==> config.mk <==
export PLATFORM = sky130hd
export DESIGN_NAME = gnn_debug_top
export DESIGN_NICKNAME = d
export VERILOG_FILES = /design/src/dbg_pkg.sv /design/src/trace_if.sv /design/src/stage_monitor.sv /design/src/trace_fifo.sv /design/src/trace_readout.sv /design/src/gnn_debug_top.sv
export SDC_FILE = /design/constraint.sdc
export NUM_CORES = 1
export LEC_CHECK = 0
export ABC_CLOCK_PERIOD_IN_PS = 8500
export BUFFER_PORTS_ARGS = -buffer_cell sky130_fd_sc_hd__buf_2
export CAP_MARGIN = 15
export CORE_MARGIN = 5
export CORE_UTILIZATION = 30
export CTS_CLUSTER_SIZE = 30
export DETAILED_ROUTE_END_ITERATION = 8
export SETUP_SLACK_MARGIN = 0.4
export SLEW_MARGIN = 5
export SYNTH_ARGS = -nofsm -noshare
export SYNTH_HDL_FRONTEND = slang
export SYNTH_SLANG_ARGS = --single-unit
==> constraint.sdc <==
create_clock -name clk -period 8.5 [get_ports clk]
set_input_delay 1.275 -clock clk [delete_from_list [all_inputs] [get_ports clk]]
set_output_delay 1.275 -clock clk [all_outputs]
set_load 0.01 [all_outputs]
==> src/dbg_pkg.sv <==
`default_nettype none

package dbg_pkg;

  // watched accelerator stages.
  localparam int NUM_STAGES = 4;
  localparam int STG_SPMM   = 0;
  localparam int STG_DMVM   = 1;
  localparam int STG_SM     = 2;
  localparam int STG_AGGR   = 3;

  localparam int ADDR_W    = 14;
  localparam int PE_DATA_W = 12;
  localparam int CNT_W     = 20;

  // bit 31 of every record.
  localparam logic REC_TAG_CAPTURE = 1'b0;
  localparam logic REC_TAG_STATUS  = 1'b1;

  typedef struct packed {
    logic                 tag;
    logic                 slot;
    logic [3:0]           reserved;
    logic [ADDR_W-1:0]    addr;
    logic [PE_DATA_W-1:0] data;
  } capture_rec_t;

  // flags run spmm vld/rdy in bits 7:6 down to aggr vld/rdy in bits 1:0.
  typedef struct packed {
    logic             tag;
    logic             overflow;
    logic [1:0]       reserved;
    logic [7:0]       flags;
    logic [CNT_W-1:0] count;
  } status_rec_t;

  // tag selects which view applies.
  typedef union packed {
    capture_rec_t cap;
    status_rec_t  stat;
  } trace_rec_u;

endpackage

`default_nettype wire

==> src/trace_if.sv <==
`timescale 1ns/1ps
`default_nettype none

interface trace_if;

  import dbg_pkg::*;

  logic       valid;
  logic       ready;
  trace_rec_u rec;

  // producer side.
  modport source (
    output valid,
    output rec,
    input  ready
  );

  // consumer side.
  modport sink (
    input  valid,
    input  rec,
    output ready
  );

endinterface

`default_nettype wire

==> src/stage_monitor.sv <==
`timescale 1ns/1ps
`default_nettype none

module stage_monitor #(
  parameter logic [dbg_pkg::ADDR_W-1:0] WATCH_ADDR_A = 10,
  parameter logic [dbg_pkg::ADDR_W-1:0] WATCH_ADDR_B = 20
) (
  input  wire logic                           clk,
  input  wire logic                           rst_n,
  input  wire logic [dbg_pkg::NUM_STAGES-1:0] stage_vld_i,
  input  wire logic [dbg_pkg::NUM_STAGES-1:0] stage_rdy_i,
  input  wire logic [dbg_pkg::ADDR_W-1:0]     wgt_addr_i,
  input  wire logic [dbg_pkg::PE_DATA_W-1:0]  pe_data_i,
  input  wire logic                           snapshot_req_i,
  trace_if.source                             rec_o
);

  import dbg_pkg::*;

  logic [7:0]       line_vec;
  logic [7:0]       flags_q;
  logic [7:0]       flags_cur;
  logic [CNT_W-1:0] count_q;
  logic [CNT_W-1:0] count_cur;
  logic             ovf_q;
  logic             hit_a;
  logic             hit_b;
  logic             cap_evt;
  logic             can_load;
  logic             load_stat;
  logic             load_cap;
  logic             drop_any;
  logic             rec_vld_q;
  trace_rec_u       rec_q;
  trace_rec_u       stat_rec;
  trace_rec_u       cap_rec;

  // two bits per stage, spmm in the top pair.
  always_comb begin
    for (int i = 0; i < NUM_STAGES; i++) begin
      line_vec[7-2*i] = stage_vld_i[i];
      line_vec[6-2*i] = stage_rdy_i[i];
    end
  end

  assign flags_cur = flags_q | line_vec;
  assign count_cur = (stage_vld_i[STG_SM] && (count_q != {CNT_W{1'b1}})) ?
                     count_q + 1'b1 : count_q;

  assign hit_a   = stage_rdy_i[STG_SPMM] && (wgt_addr_i == WATCH_ADDR_A);
  assign hit_b   = stage_rdy_i[STG_SPMM] && (wgt_addr_i == WATCH_ADDR_B);
  assign cap_evt = hit_a || hit_b;

  // register is free or emptied this cycle.
  assign can_load  = !rec_vld_q || rec_o.ready;
  assign load_stat = snapshot_req_i && can_load;
  assign load_cap  = cap_evt && !snapshot_req_i && can_load;
  // snapshot wins, so a same-cycle capture is lost.
  assign drop_any  = (snapshot_req_i && !can_load) || (cap_evt && !load_cap);

  always_comb begin
    stat_rec               = '0;
    stat_rec.stat.tag      = REC_TAG_STATUS;
    stat_rec.stat.overflow = ovf_q;
    stat_rec.stat.flags    = flags_cur;
    stat_rec.stat.count    = count_cur;
    cap_rec                = '0;
    cap_rec.cap.tag        = REC_TAG_CAPTURE;
    cap_rec.cap.slot       = !hit_a;
    cap_rec.cap.addr       = wgt_addr_i;
    cap_rec.cap.data       = pe_data_i;
  end

  always_ff @(posedge clk or negedge rst_n) begin
    if (!rst_n) begin
      flags_q <= '0;
      count_q <= '0;
      ovf_q   <= 1'b0;
    end else if (snapshot_req_i) begin
      // restart accumulation after the snapshot.
      flags_q <= '0;
      count_q <= '0;
      ovf_q   <= drop_any;
    end else begin
      flags_q <= flags_cur;
      count_q <= count_cur;
      ovf_q   <= ovf_q | drop_any;
    end
  end

  always_ff @(posedge clk or negedge rst_n) begin
    if (!rst_n) begin
      rec_vld_q <= 1'b0;
    end else if (load_stat || load_cap) begin
      rec_vld_q <= 1'b1;
    end else if (rec_o.ready) begin
      rec_vld_q <= 1'b0;
    end
  end

  always_ff @(posedge clk) begin
    if (load_stat) begin
      rec_q <= stat_rec;
    end else if (load_cap) begin
      rec_q <= cap_rec;
    end
  end

  assign rec_o.valid = rec_vld_q;
  assign rec_o.rec   = rec_q;

endmodule

`default_nettype wire

==> src/trace_fifo.sv <==
`timescale 1ns/1ps
`default_nettype none

module trace_fifo #(
  parameter int FIFO_DEPTH = 8
) (
  input  wire logic clk,
  input  wire logic rst_n,
  trace_if.sink     wr_i,
  trace_if.source   rd_o
);

  import dbg_pkg::*;

  localparam int PTR_W = $clog2(FIFO_DEPTH);
  localparam int OCC_W = $clog2(FIFO_DEPTH + 1);

  trace_rec_u       mem [FIFO_DEPTH];
  logic [PTR_W-1:0] wr_ptr_q;
  logic [PTR_W-1:0] rd_ptr_q;
  // records held, output stage included.
  logic [OCC_W-1:0] count_q;
  logic             out_vld_q;
  trace_rec_u       out_q;
  logic             wr_en;
  logic             rd_acc;
  logic             mem_nonempty;
  logic             load_out;

  assign wr_i.ready   = (count_q != OCC_W'(FIFO_DEPTH));
  assign wr_en        = wr_i.valid && wr_i.ready;
  assign rd_acc       = out_vld_q && rd_o.ready;
  assign mem_nonempty = (count_q != {{(OCC_W-1){1'b0}}, out_vld_q});
  assign load_out     = mem_nonempty && (!out_vld_q || rd_o.ready);

  always_ff @(posedge clk) begin
    if (wr_en) begin
      mem[wr_ptr_q] <= wr_i.rec;
    end
  end

  always_ff @(posedge clk) begin
    if (load_out) begin
      out_q <= mem[rd_ptr_q];
    end
  end

  // pointers wrap on their own since the depth is a power of two.
  always_ff @(posedge clk or negedge rst_n) begin
    if (!rst_n) begin
      wr_ptr_q  <= '0;
      rd_ptr_q  <= '0;
      count_q   <= '0;
      out_vld_q <= 1'b0;
    end else begin
      if (wr_en) begin
        wr_ptr_q <= wr_ptr_q + 1'b1;
      end
      if (load_out) begin
        rd_ptr_q <= rd_ptr_q + 1'b1;
      end
      if (wr_en && !rd_acc) begin
        count_q <= count_q + 1'b1;
      end else if (!wr_en && rd_acc) begin
        count_q <= count_q - 1'b1;
      end
      if (load_out) begin
        out_vld_q <= 1'b1;
      end else if (rd_acc) begin
        out_vld_q <= 1'b0;
      end
    end
  end

  assign rd_o.valid = out_vld_q;
  assign rd_o.rec   = out_q;

endmodule

`default_nettype wire

==> src/trace_readout.sv <==
`timescale 1ns/1ps
`default_nettype none

module trace_readout (
  input  wire logic                          clk,
  input  wire logic                          rst_n,
  trace_if.sink                              rec_i,
  output logic [31:0]                        rec_data_o,
  output logic                               rec_valid_o,
  input  wire logic                          rec_ready_i,
  output logic [dbg_pkg::PE_DATA_W-1:0]      capture_a_o,
  output logic [dbg_pkg::PE_DATA_W-1:0]      capture_b_o
);

  import dbg_pkg::*;

  logic                 accept;
  logic                 is_cap;
  logic [PE_DATA_W-1:0] cap_a_q;
  logic [PE_DATA_W-1:0] cap_b_q;

  // host port is a straight pass of the FIFO head.
  assign rec_data_o  = rec_i.rec;
  assign rec_valid_o = rec_i.valid;
  assign rec_i.ready = rec_ready_i;

  assign accept = rec_i.valid && rec_ready_i;
  assign is_cap = (rec_i.rec.cap.tag == REC_TAG_CAPTURE);

  // status records leave the slots alone.
  always_ff @(posedge clk or negedge rst_n) begin
    if (!rst_n) begin
      cap_a_q <= '0;
      cap_b_q <= '0;
    end else if (accept && is_cap) begin
      if (rec_i.rec.cap.slot) begin
        cap_b_q <= rec_i.rec.cap.data;
      end else begin
        cap_a_q <= rec_i.rec.cap.data;
      end
    end
  end

  assign capture_a_o = cap_a_q;
  assign capture_b_o = cap_b_q;

endmodule

`default_nettype wire

==> src/gnn_debug_top.sv <==
`timescale 1ns/1ps
`default_nettype none

module gnn_debug_top #(
  parameter logic [dbg_pkg::ADDR_W-1:0] WATCH_ADDR_A = 10,
  parameter logic [dbg_pkg::ADDR_W-1:0] WATCH_ADDR_B = 20,
  parameter int                         FIFO_DEPTH   = 8
) (
  input  wire logic                           clk,
  input  wire logic                           rst_n,
  input  wire logic [dbg_pkg::NUM_STAGES-1:0] stage_vld_i,
  input  wire logic [dbg_pkg::NUM_STAGES-1:0] stage_rdy_i,
  input  wire logic [dbg_pkg::ADDR_W-1:0]     wgt_addr_i,
  input  wire logic [dbg_pkg::PE_DATA_W-1:0]  pe_data_i,
  input  wire logic                           snapshot_req_i,
  output logic [31:0]                         rec_data_o,
  output logic                                rec_valid_o,
  input  wire logic                           rec_ready_i,
  output logic [dbg_pkg::PE_DATA_W-1:0]       capture_a_o,
  output logic [dbg_pkg::PE_DATA_W-1:0]       capture_b_o
);

  trace_if mon_to_fifo ();
  trace_if fifo_to_rd ();

  stage_monitor #(
    .WATCH_ADDR_A (WATCH_ADDR_A),
    .WATCH_ADDR_B (WATCH_ADDR_B)
  ) stage_monitor_inst (
    .clk            (clk),
    .rst_n          (rst_n),
    .stage_vld_i    (stage_vld_i),
    .stage_rdy_i    (stage_rdy_i),
    .wgt_addr_i     (wgt_addr_i),
    .pe_data_i      (pe_data_i),
    .snapshot_req_i (snapshot_req_i),
    .rec_o          (mon_to_fifo.source)
  );

  trace_fifo #(
    .FIFO_DEPTH (FIFO_DEPTH)
  ) trace_fifo_inst (
    .clk   (clk),
    .rst_n (rst_n),
    .wr_i  (mon_to_fifo.sink),
    .rd_o  (fifo_to_rd.source)
  );

  trace_readout trace_readout_inst (
    .clk         (clk),
    .rst_n       (rst_n),
    .rec_i       (fifo_to_rd.sink),
    .rec_data_o  (rec_data_o),
    .rec_valid_o (rec_valid_o),
    .rec_ready_i (rec_ready_i),
    .capture_a_o (capture_a_o),
    .capture_b_o (capture_b_o)
  );

endmodule

`default_nettype wire

==> run_results.csv, run 1 <==
group,metric,value,unit
global_routing,grt_pass1_wl,45.7,mm
yosys,yosys-top-cells-count,"edfxtp_1, dfrtp_1, mux4_2",
power,power_leakage,0.00573,uW
routing,dr.pass1.iters,6,
yosys,syn_inst,754,
worst_setup_path,path_class,"flop to flop",
routing,viasPerCell,4.69,
timing,relSlewSlack,0.315,
worst_setup_path,rr_endpoint,"trace_fifo_inst.count_q[3]",
worst_setup_path,r2r_cells,11,
placed_design,gp_congestion,0.759,
clocking,post_cts_buffers,0,
yosys,ys_ff_latch,365,
clocking,cts_hold_buf,0,
yosys,synth-edff-count,299,
global_routing,grt_pass1_vias,7335,
worst_setup_path,cp-endpoint,"trace_fifo_inst.count_q[3]",
hold_path,hold_class,"flop to flop",
timing,maxClockFrequency,0.328,GHz
timing,skew,0.0208,ns
timing,drv_slew,0,
power,internal-power,4040,uW
clocking,cts.path.max_buffers,3,
timing,worst_slack,5.46,ns
worst_setup_path,reg2reg_from,"trace_fifo_inst.count_q[0]",
routing,drc_errors,0,
global_routing,grt_use_total,0.117,
power,irDropWorstVdd,0.154,mV
timing,finalSetupViolCount,0,
yosys,yosysMostFrequentCell,"edfxtp_1",
timing,finalSetupTns,0,ns
yosys,avgSynthCellArea,18.8,um^2
die,rows,79,
final_layout,drive_gt1_frac,0.343,
yosys,yosys_warnings,0,
yosys,synth_top_area_cell,"edfxtp_1",
yosys,synth_top_cell_area_share,0.633,
worst_setup_path,path_max_fanout,7,
power,power.switching,1610,uW
global_routing,grt_antenna_before_repair,1,
die,die_h,227,um
power,power_frac_seq,0.483,
timing,tightest_slew,1.03,ns
final_layout,final_nets,912,
power,p_sw_frac,0.285,
routing,drt-initial-drc-count,570,
yosys,syn_area,0.0142,mm^2
timing,min_period_over_period,0.358,
clocking,ctsResizeCount,0,
clocking,clk_latency,0.55,ns
placed_design,io_buffer_count,92,
worst_setup_path,critPathArrivalTime,3.47,ns
die,die_w,227,um
clocking,cts_num_sinks,365,
final_layout,fin_area,0.0167,mm^2
power,clkPwrFrac,0.301,
yosys,synthTopCellsByArea,"edfxtp_1, dfrtp_1, mux4_2",
placed_design,hpwl,17.5,mm
worst_setup_path,rrSetupSlack,5.46,ns
die,io_pins,95,
final_layout,syn2layout_area_growth,17.9,%
worst_setup_path,start_kind,"flop",
outcome,status,"finished clean",
yosys,synth_ff_type,"edfxtp_1",
timing,hold_viol_final,0,
die,start_util,0.304,
worst_setup_path,end_kind,"flop",
timing,min_period,3.04,ns
yosys,yosysSeqAreaShare,0.750,
routing,drt-wirelength-per-cell,19.8,um
die,die_area,0.0517,mm^2
placed_design,pre_cts_slack,5.34,ns
final_layout,fillers,4379,
yosys,synth_cell_types,49,
worst_setup_path,crit_start,"trace_fifo_inst.count_q[0]",
power,p_per_area,338,mW/mm^2
global_routing,grt_start_max_net_pins,66,
routing,finalWirelength,29.9,mm
timing,grt_setup_unrepaired,"no",
routing,ant_nets,0,
yosys,async_flop_share,0.178,
global_routing,grt_overflow,0,
routing,route.vias.total,7075,
die,core-area,0.0467,mm^2
clocking,cts_root_buffer,"clkbuf_16",
clocking,cts_tree,"yes",
clocking,htreeDepth,2,
power,p_total,5650,uW
power,combPwrFrac,0.215,
clocking,clkSlewWorstSetupHoldPaths,0.06,ns
job,drv_cap,0,
clocking,cts_buffers,40,
worst_setup_path,worst-endpoint-required,8.92,ns
placed_design,placed_area,0.0154,mm^2
through the flow:
step	hold WS, ns	utilization	std cells
global placement	0.463	0.330	1432
detailed placement	0.467	0.330	1432
global route	0.502	0.358	1506
CTS	0.480	0.358	1506
finish	0.476	0.358	1507
floorplan	0.444	-	755
worst max-delay path, cell delays in order (launching register included):
cell and delay (ns):
dfrtp_1 0.47, nor4b_1 0.60, nand2b_1 0.40, inv_1 0.17
ha_1 0.25, inv_1 0.12, ha_1 0.24, a21o_1 0.17
a21oi_1 0.16, xnor2_1 0.13, nor2_1 0.06, xor2_1 0.14
layout by cell type (no fill, tap or decap), drive strengths merged, types with 3 or more instances in the layout:
master and count:
edfxtp 299, buf 104, dfrtp 65, mux4 60, mux2 56, clkbuf 54
nand2 52, nor2 46, o21ai 29, xnor2 20, nor3 12, clkinv 11
nor4 10, nand3 9, inv 9, a21oi 8, ha 6, nand4 6
and3 3, and2 3, mux2i 3, xor2 3, clkinvlp 3, nor4b 3
registers in the layout, indices dropped and copies added (netlist names):
| name | flops |
|---|---|
| stage_monitor_inst.count_q | 20 |
| stage_monitor_inst.flags_q | 8 |
| stage_monitor_inst.ovf_q | 1 |
| stage_monitor_inst.rec_o.rec | 30 |
| stage_monitor_inst.rec_o.valid | 1 |
| trace_fifo_inst.count_q | 4 |
| trace_fifo_inst.mem | 240 |
| trace_fifo_inst.rd_o.rec | 30 |
| trace_fifo_inst.rd_o.valid | 1 |
| trace_fifo_inst.rd_ptr_q | 3 |
| trace_fifo_inst.wr_ptr_q | 3 |
| trace_readout_inst.capture_a_o | 12 |
| trace_readout_inst.capture_b_o | 12 |
area by class of cell:
cell class | instances | area (um^2) | area share
diodes | 1 | 2.50 | 0.000150
multi-input cells | 351 | 3450 | 0.206
flip-flops and latches | 365 | 10600 | 0.636
clock inverters | 20 | 170 | 0.0102
inverters | 5 | 18.8 | 0.00112
well taps | 607 | 759 | 0.0455
clock buffers | 54 | 1120 | 0.0673
repair buffers | 104 | 553 | 0.0331
power by group through the flow:
stage	clock (uW)	combinational [uW]	sequential, uW
floorplan	0	867	2640
global placement	0	1240	2760
detailed placement	0	1250	2780
CTS	1760	1250	2750
global route	1840	1330	2790
finish	1700	1210	2730
cell families after synthesis:
| group | share of synthesized area |
|---|---|
| compound gates | 0.0187 |
| buf+inv | 0.0119 |
| simple gates | 0.0567 |
| mux | 0.142 |
| other cells | 0.000265 |
| flops | 0.750 |
| fa+ha+maj | 0.00671 |
| xor+xnor | 0.0142 |
metal layers:
| metal | vias up | part of all wire | wire (um) | global-route usage |
|---|---|---|---|---|
| met5 | - | 0 | 0 | 0 |
| met4 | 0 | 0.018 | 528 | 0.0316 |
| met3 | 43 | 0.045 | 1360 | 0.0233 |
| met2 | 175 | 0.44 | 13200 | 0.173 |
| met1 | 3670 | 0.49 | 14800 | 0.176 |
| li1 | 3187 | - | - | - |
worst min path at each step:
stage | end | cells past startpoint | slack (ns) | start
2_1_floorplan | stage_monitor_inst.flags_q[0] | 2 | 0.44 | stage_monitor_inst.flags_q[0]
3_3_place_gp | stage_monitor_inst.flags_q[7] | 2 | 0.46 | stage_monitor_inst.flags_q[7]
3_5_place_dp | stage_monitor_inst.flags_q[7] | 2 | 0.47 | stage_monitor_inst.flags_q[7]
4_1_cts | stage_monitor_inst.flags_q[7] | 2 | 0.48 | stage_monitor_inst.flags_q[7]
5_1_grt | stage_monitor_inst.flags_q[0] | 2 | 0.50 | stage_monitor_inst.flags_q[0]
6_report | stage_monitor_inst.flags_q[7] | 2 | 0.48 | stage_monitor_inst.flags_q[7]
Power figures use the tool's default switching activity.
==> run 2: changes to the inputs <==
--- a/config.mk
+++ b/config.mk
@@ -5,7 +5,7 @@
 export SDC_FILE = /design/constraint.sdc
 export NUM_CORES = 1
 export LEC_CHECK = 0
-export ABC_CLOCK_PERIOD_IN_PS = 8500
+export ABC_CLOCK_PERIOD_IN_PS = 2620
 export BUFFER_PORTS_ARGS = -buffer_cell sky130_fd_sc_hd__buf_2
 export CAP_MARGIN = 15
 export CORE_MARGIN = 5
==> constraint.sdc (replaced) <==
create_clock -name clk -period 2.62 [get_ports clk]
set_input_delay 0.393 -clock clk [delete_from_list [all_inputs] [get_ports clk]]
set_output_delay 0.393 -clock clk [all_outputs]
set_load 0.01 [all_outputs]
==> run_results.csv, run 2 (synthesis results as in run 1) <==
group,metric,value,unit
hold_path,hold_class,"primary input to flop",
die,die_h,227,um
final_layout,most-common-layout-cells,"edfxtp_1, buf_2, dfrtp_1",
power,power_leakage,0.00592,uW
routing,route.vias.total,7235,
clocking,cts_tree,"yes",
clocking,cts_root_buffer,"clkbuf_16",
global_routing,grt_antenna_before_repair,0,
worst_setup_path,path_class,"flop to flop",
timing,drv_slew,0,
final_layout,syn2layout_area_growth,20.9,%
timing,grt_setup_unrepaired,"yes",
timing,maxClockFrequency,0.461,GHz
routing,viasPerCell,4.71,
clocking,cts_buffers,40,
routing,dr.pass1.iters,4,
global_routing,grt_pass1_wl,47.2,mm
power,p_total,18500,uW
global_routing,grt_pass1_vias,7607,
outcome,status,"finished clean",
timing,tightest_slew,0.837,ns
timing,finalSetupTns,0,ns
placed_design,hpwl,18.7,mm
final_layout,diodes,0,
global_routing,grt_overflow,0,
power,p_per_area,1080,mW/mm^2
power,irDropWorstVdd,0.504,mV
clocking,clk_latency,0.55,ns
worst_setup_path,critPathArrivalTime,2.47,ns
placed_design,io_buffer_count,92,
routing,ant_nets,0,
routing,wl_met3,1.29,mm
die,start_util,0.304,
placed_design,gp_congestion,0.782,
worst_setup_path,end_kind,"flop",
routing,finalWirelength,30.8,mm
clocking,htreeDepth,2,
final_layout,largest_register,"trace_fifo_inst.mem",
routing,dr.max_layer_used,"met4",
final_layout,fillers,4342,
timing,hold_viol_final,0,
die,io_pins,95,
worst_setup_path,worst-endpoint-required,2.92,ns
final_layout,drive_gt1_frac,0.364,
global_routing,grt_use_total,0.121,
final_layout,final_common_cell,"edfxtp_1",
die,die_w,227,um
timing,finalSetupViolCount,0,
job,drv_cap,0,
routing,wirelength_met1,14.7,mm
routing,drt-wirelength-per-cell,20.0,um
timing,min_period_over_period,0.829,
clocking,cts_num_sinks,365,
die,rows,79,
clocking,clkSlewWorstSetupHoldPaths,0.06,ns
clocking,cts.path.max_buffers,3,
routing,drt-initial-drc-count,495,
routing,drc_errors,0,
timing,min_period,2.17,ns
final_layout,largest_reg_flops,240,
routing,met2RoutedLength,14.1,mm
die,core-area,0.0467,mm^2
die,die_area,0.0517,mm^2
worst_setup_path,start_kind,"flop",
timing,relSlewSlack,0.442,
worst_setup_path,path_max_fanout,4,
final_layout,final_nets,943,
global_routing,grt_start_max_net_pins,54,
timing,skew,0.0149,ns
-- run 2: routing by layer --
layer | global-route usage | up-vias
met1 | 0.176 | 3765
met2 | 0.184 | 175
met3 | 0.0222 | 45
met4 | 0.0401 | 0
met5 | 0 | -
li1 | - | 3250
-- run 2: layout make-up --
cell class | instances | area, um^2 | area share
Sequential cell | 365 | 10600 | 0.620
Multi-Input combinational cell | 351 | 3560 | 0.208
Clock buffer | 54 | 1070 | 0.0627
Timing Repair Buffer | 135 | 951 | 0.0555
Tap cell | 607 | 759 | 0.0443
Clock inverter | 19 | 136 | 0.00796
Inverter | 5 | 26.3 | 0.00153
-- run 2: path summary, 6_finish.rpt --
check,to,cells past startpoint,slack [ns],start
max reg2reg,stage_monitor_inst.rec_o.rec[13],7,0.45,stage_monitor_inst.count_q[0]
min in group asynchronous,trace_readout_inst.capture_b_o[10],2,0.45,rst_n
max,stage_monitor_inst.rec_o.rec[13],7,0.45,stage_monitor_inst.count_q[0]
min,stage_monitor_inst.flags_q[1],3,0.08,stage_vld_i[3]
max in group asynchronous,stage_monitor_inst.flags_q[4],3,1.43,rst_n
min reg2reg,stage_monitor_inst.flags_q[3],2,0.47,stage_monitor_inst.flags_q[3]
-- run 2: metrics by stage --
stage	area [um^2]	util	cells	worst slack (ns)	hold slack (ns)
after floorplan	14300	-	755	0.304	0.0974
after global placement	15800	0.339	1452	0.336	0.459
after detailed placement	15800	0.339	1452	0.281	0.467
after CTS	17100	0.366	1528	0.396	0.0419
after global routing	17100	0.367	1536	0.352	0.0800
final	17100	0.367	1536	0.449	0.0760
-- run 2: what timing repair did --
item	in CTS	in global routing
endpoints found under the hold margin	51	0
endpoints found under the setup margin	4	4
pin swaps	0	6
gates resized for setup	1	5
hold buffers	1	0
setup buffers	2	8
-- run 2: where the power goes --
part	internal, uW	leakage (uW)	switching [uW]
clock network	3000	0.000586	2230
registers	7810	0.00357	764
logic	2420	0.00176	2310
total	13200	0.00592	5300
-- run 2: critical path: stages, from the launching register on --
cell and delay [ns]:
dfrtp_1 0.41, ha_1 0.24, nand4_1 0.14, nor4_1 0.06
buf_4 0.16, nor4_1 0.35, xnor2_1 0.15, o21ai_0 0.41
==> run 3: changes to the inputs <==
--- a/config.mk
+++ b/config.mk
@@ -5,7 +5,8 @@
 export SDC_FILE = /design/constraint.sdc
 export NUM_CORES = 1
 export LEC_CHECK = 0
-export ABC_CLOCK_PERIOD_IN_PS = 2620
+export ABC_AREA = 1
+export ABC_CLOCK_PERIOD_IN_PS = 1860
 export BUFFER_PORTS_ARGS = -buffer_cell sky130_fd_sc_hd__buf_2
 export CAP_MARGIN = 15
 export CORE_MARGIN = 5
==> constraint.sdc (replaced) <==
create_clock -name clk -period 1.86 [get_ports clk]
set_input_delay 0.279 -clock clk [delete_from_list [all_inputs] [get_ports clk]]
set_output_delay 0.279 -clock clk [all_outputs]
set_load 0.01 [all_outputs]
==> run_results.csv, run 3 <==
group,metric,value,unit
final_layout,most-common-layout-cells,"edfxtp_1, nand2_1, nor2_1",
yosys,yosys-top-cells-count,"edfxtp_1, nand2_1, nor2_1",
routing,route.vias.total,10300,
timing,drv_slew,0,
yosys,yosysSeqAreaShare,0.717,
power,irDropWorstVdd,0.714,mV
timing,min_period,1.83,ns
final_layout,final_nets,1509,
routing,finalWirelength,40.1,mm
worst_setup_path,worst-endpoint-required,2.10,ns
global_routing,grt_pass1_vias,9670,
die,die_h,232,um
placed_design,gp_congestion,0.860,
global_routing,grt_pass1_wl,55.0,mm
timing,skew,0.0232,ns
timing,min_period_over_period,0.982,
yosys,synth_top_area_cell,"edfxtp_1",
routing,drt-initial-drc-count,835,
routing,drt-wirelength-per-cell,18.6,um
yosys,synth_cell_types,33,
yosys,async_flop_share,0.178,
worst_setup_path,rrSetupSlack,0.03,ns
die,start_util,0.303,
final_layout,largest_register,"trace_fifo_inst.mem",
placed_design,hpwl,21.3,mm
yosys,synth-edff-count,299,
yosys,synth_top_cell_area_share,0.606,
placed_design,dp.cells,2016,
job,drv_cap,0,
global_routing,grt_use_total,0.129,
worst_setup_path,end_kind,"flop",
die,die_area,0.0539,mm^2
global_routing,grt_overflow,0,
worst_setup_path,max_stage_delay,0.37,ns
final_layout,drive_gt1_frac,0.300,
routing,viasPerCell,4.79,
worst_setup_path,critPathArrivalTime,2.07,ns
timing,relSlewSlack,0.549,
worst_setup_path,path_delay_family,"simple AND/OR/NAND/NOR gates",
die,io_pins,95,
routing,drc_errors,0,
global_routing,grt_start_max_net_pins,66,
power,power_leakage,0.00752,uW
clocking,cts_num_sinks,365,
yosys,ys_ff_latch,365,
global_routing,grt_antenna_before_repair,0,
final_layout,fin_area,0.0198,mm^2
final_layout,final_common_cell,"edfxtp_1",
timing,finalSetupViolCount,0,
yosys,synth_ff_type,"edfxtp_1",
clocking,cts_buffers,38,
clocking,htreeDepth,2,
final_layout,instances_no_fill,2156,
worst_setup_path,crit_chain,"nor2_2 > nand3_2 > and2_4 > buf_6 > inv_2 > or2_4 > nor2_4 > buf_12 > clkbuf_16",
power,p_per_area,1540,mW/mm^2
placed_design,io_buffer_count,92,
yosys,syn_area,0.0148,mm^2
clocking,clkSlewWorstSetupHoldPaths,0.06,ns
die,die_w,232,um
worst_setup_path,path_buf_inv,4,
clocking,cts.path.max_buffers,3,
timing,maxClockFrequency,0.548,GHz
worst_setup_path,start_kind,"flop",
clocking,clk_latency,0.54,ns
die,rows,81,
timing,grt_setup_unrepaired,"yes",
timing,tightest_slew,0.677,ns
yosys,synthTopCellsByArea,"edfxtp_1, dfrtp_1, nand2_1",
yosys,avgSynthCellArea,11.7,um^2
yosys,yosys_warnings,0,
yosys,yosysMostFrequentCell,"edfxtp_1",
routing,dr.pass1.iters,7,
worst_setup_path,path_max_fanout,6,
final_layout,fillers,4449,
hold_path,hold_class,"primary input to flop",
worst_setup_path,path_class,"flop to flop",
outcome,status,"finished clean",
final_layout,syn2layout_area_growth,33.3,%
clocking,cts_root_buffer,"clkbuf_16",
placed_design,placed_area,0.0166,mm^2
timing,hold_viol_final,0,
routing,ant_nets,0,
final_layout,largest_reg_flops,240,
final_layout,diodes,0,
die,core-area,0.0490,mm^2
yosys,syn_inst,1268,
timing,finalSetupTns,0,ns
clocking,cts_tree,"yes",
worst_setup_path,cp_slowest_cell,"dfrtp_1",
==> run 3: worst paths after layout <==
path | cells past startpoint | end | start
min in group asynchronous | 2 | stage_monitor_inst.count_q[3] | rst_n
worst max register to register | 9 | trace_fifo_inst.mem[4][28] | trace_fifo_inst.count_q[1]
worst max-delay path | 9 | trace_fifo_inst.mem[4][28] | trace_fifo_inst.count_q[1]
max in group asynchronous | 3 | trace_readout_inst.capture_b_o[11] | rst_n
worst min-delay path | 3 | stage_monitor_inst.rec_o.rec[19] | wgt_addr_i[7]
worst min register to register | 2 | stage_monitor_inst.flags_q[5] | stage_monitor_inst.flags_q[5]
==> run 3: cells by family (layout without fill, tap and decap cells) <==
logic type	after synthesis	count (layout)	share of synthesized area
DFF	365	365	0.717
AOI/OAI and AO/OA	177	177	0.0762
xor gates and xnor gates	16	16	0.00946
and+or+nand+nor	582	585	0.158
adders and majority gates	7	7	0.00642
buffers and inverters	120	340	0.0331
other	1	2	0.000253
==> run 3: metrics by stage <==
stage                     hold WS [ns]  worst slack [ns]  total power, uW  utilization
after floorplan                -0.0166            -0.156            16700            -
after global placement           0.361           -0.0287            20000        0.340
after detailed placement         0.373           -0.0804            20200        0.340
after CTS                       0.0245            0.0794            28200        0.377
after global routing            0.0500           -0.0303            31900        0.404
final                           0.0485            0.0339            30400        0.404
==> run 3: what timing repair did <==
action	in CTS	in global routing
resized for setup	47	181
hold buffers	7	0
cloned	4	30
endpoints found under the hold margin	47	0
pin swaps	12	55
buffers inserted	18	13
endpoints found under the setup margin	380	408
==> run 3: layout make-up <==
cell class	instances	area, um^2	share of cell area
Sequential cell	365	10600	0.538
Multi-Input combinational cell	787	4510	0.228
Timing Repair Buffer	216	2260	0.114
Clock buffer	48	1030	0.0521
Tap cell	664	831	0.0421
Inverter	55	238	0.0120
Clock inverter	20	231	0.0117
Timing Repair inverter	1	16.3	0.000823
==> run 3: power by group <==
group / internal, uW / total, uW / switching [uW]
Sequential: 11000 / 11900 / 870
Combinational: 4450 / 10900 / 6410
Clock: 4510 / 7630 / 3120
Total: 20000 / 30400 / 10400
==> run 3: worst min-delay path, stage by stage <==
cell and delay [ns]:
buf_2 0.09, nand2_1 0.05, nand2_1 0.05
==> run 3: routing by layer <==
metal | global-route usage | part of all wire | routed length, um
met2 | 0.210 | 0.48 | 19400
met1 | 0.182 | 0.43 | 17400
met3 | 0.0208 | 0.063 | 2540
met5 | 0 | 0 | 0
met4 | 0.0303 | 0.020 | 817
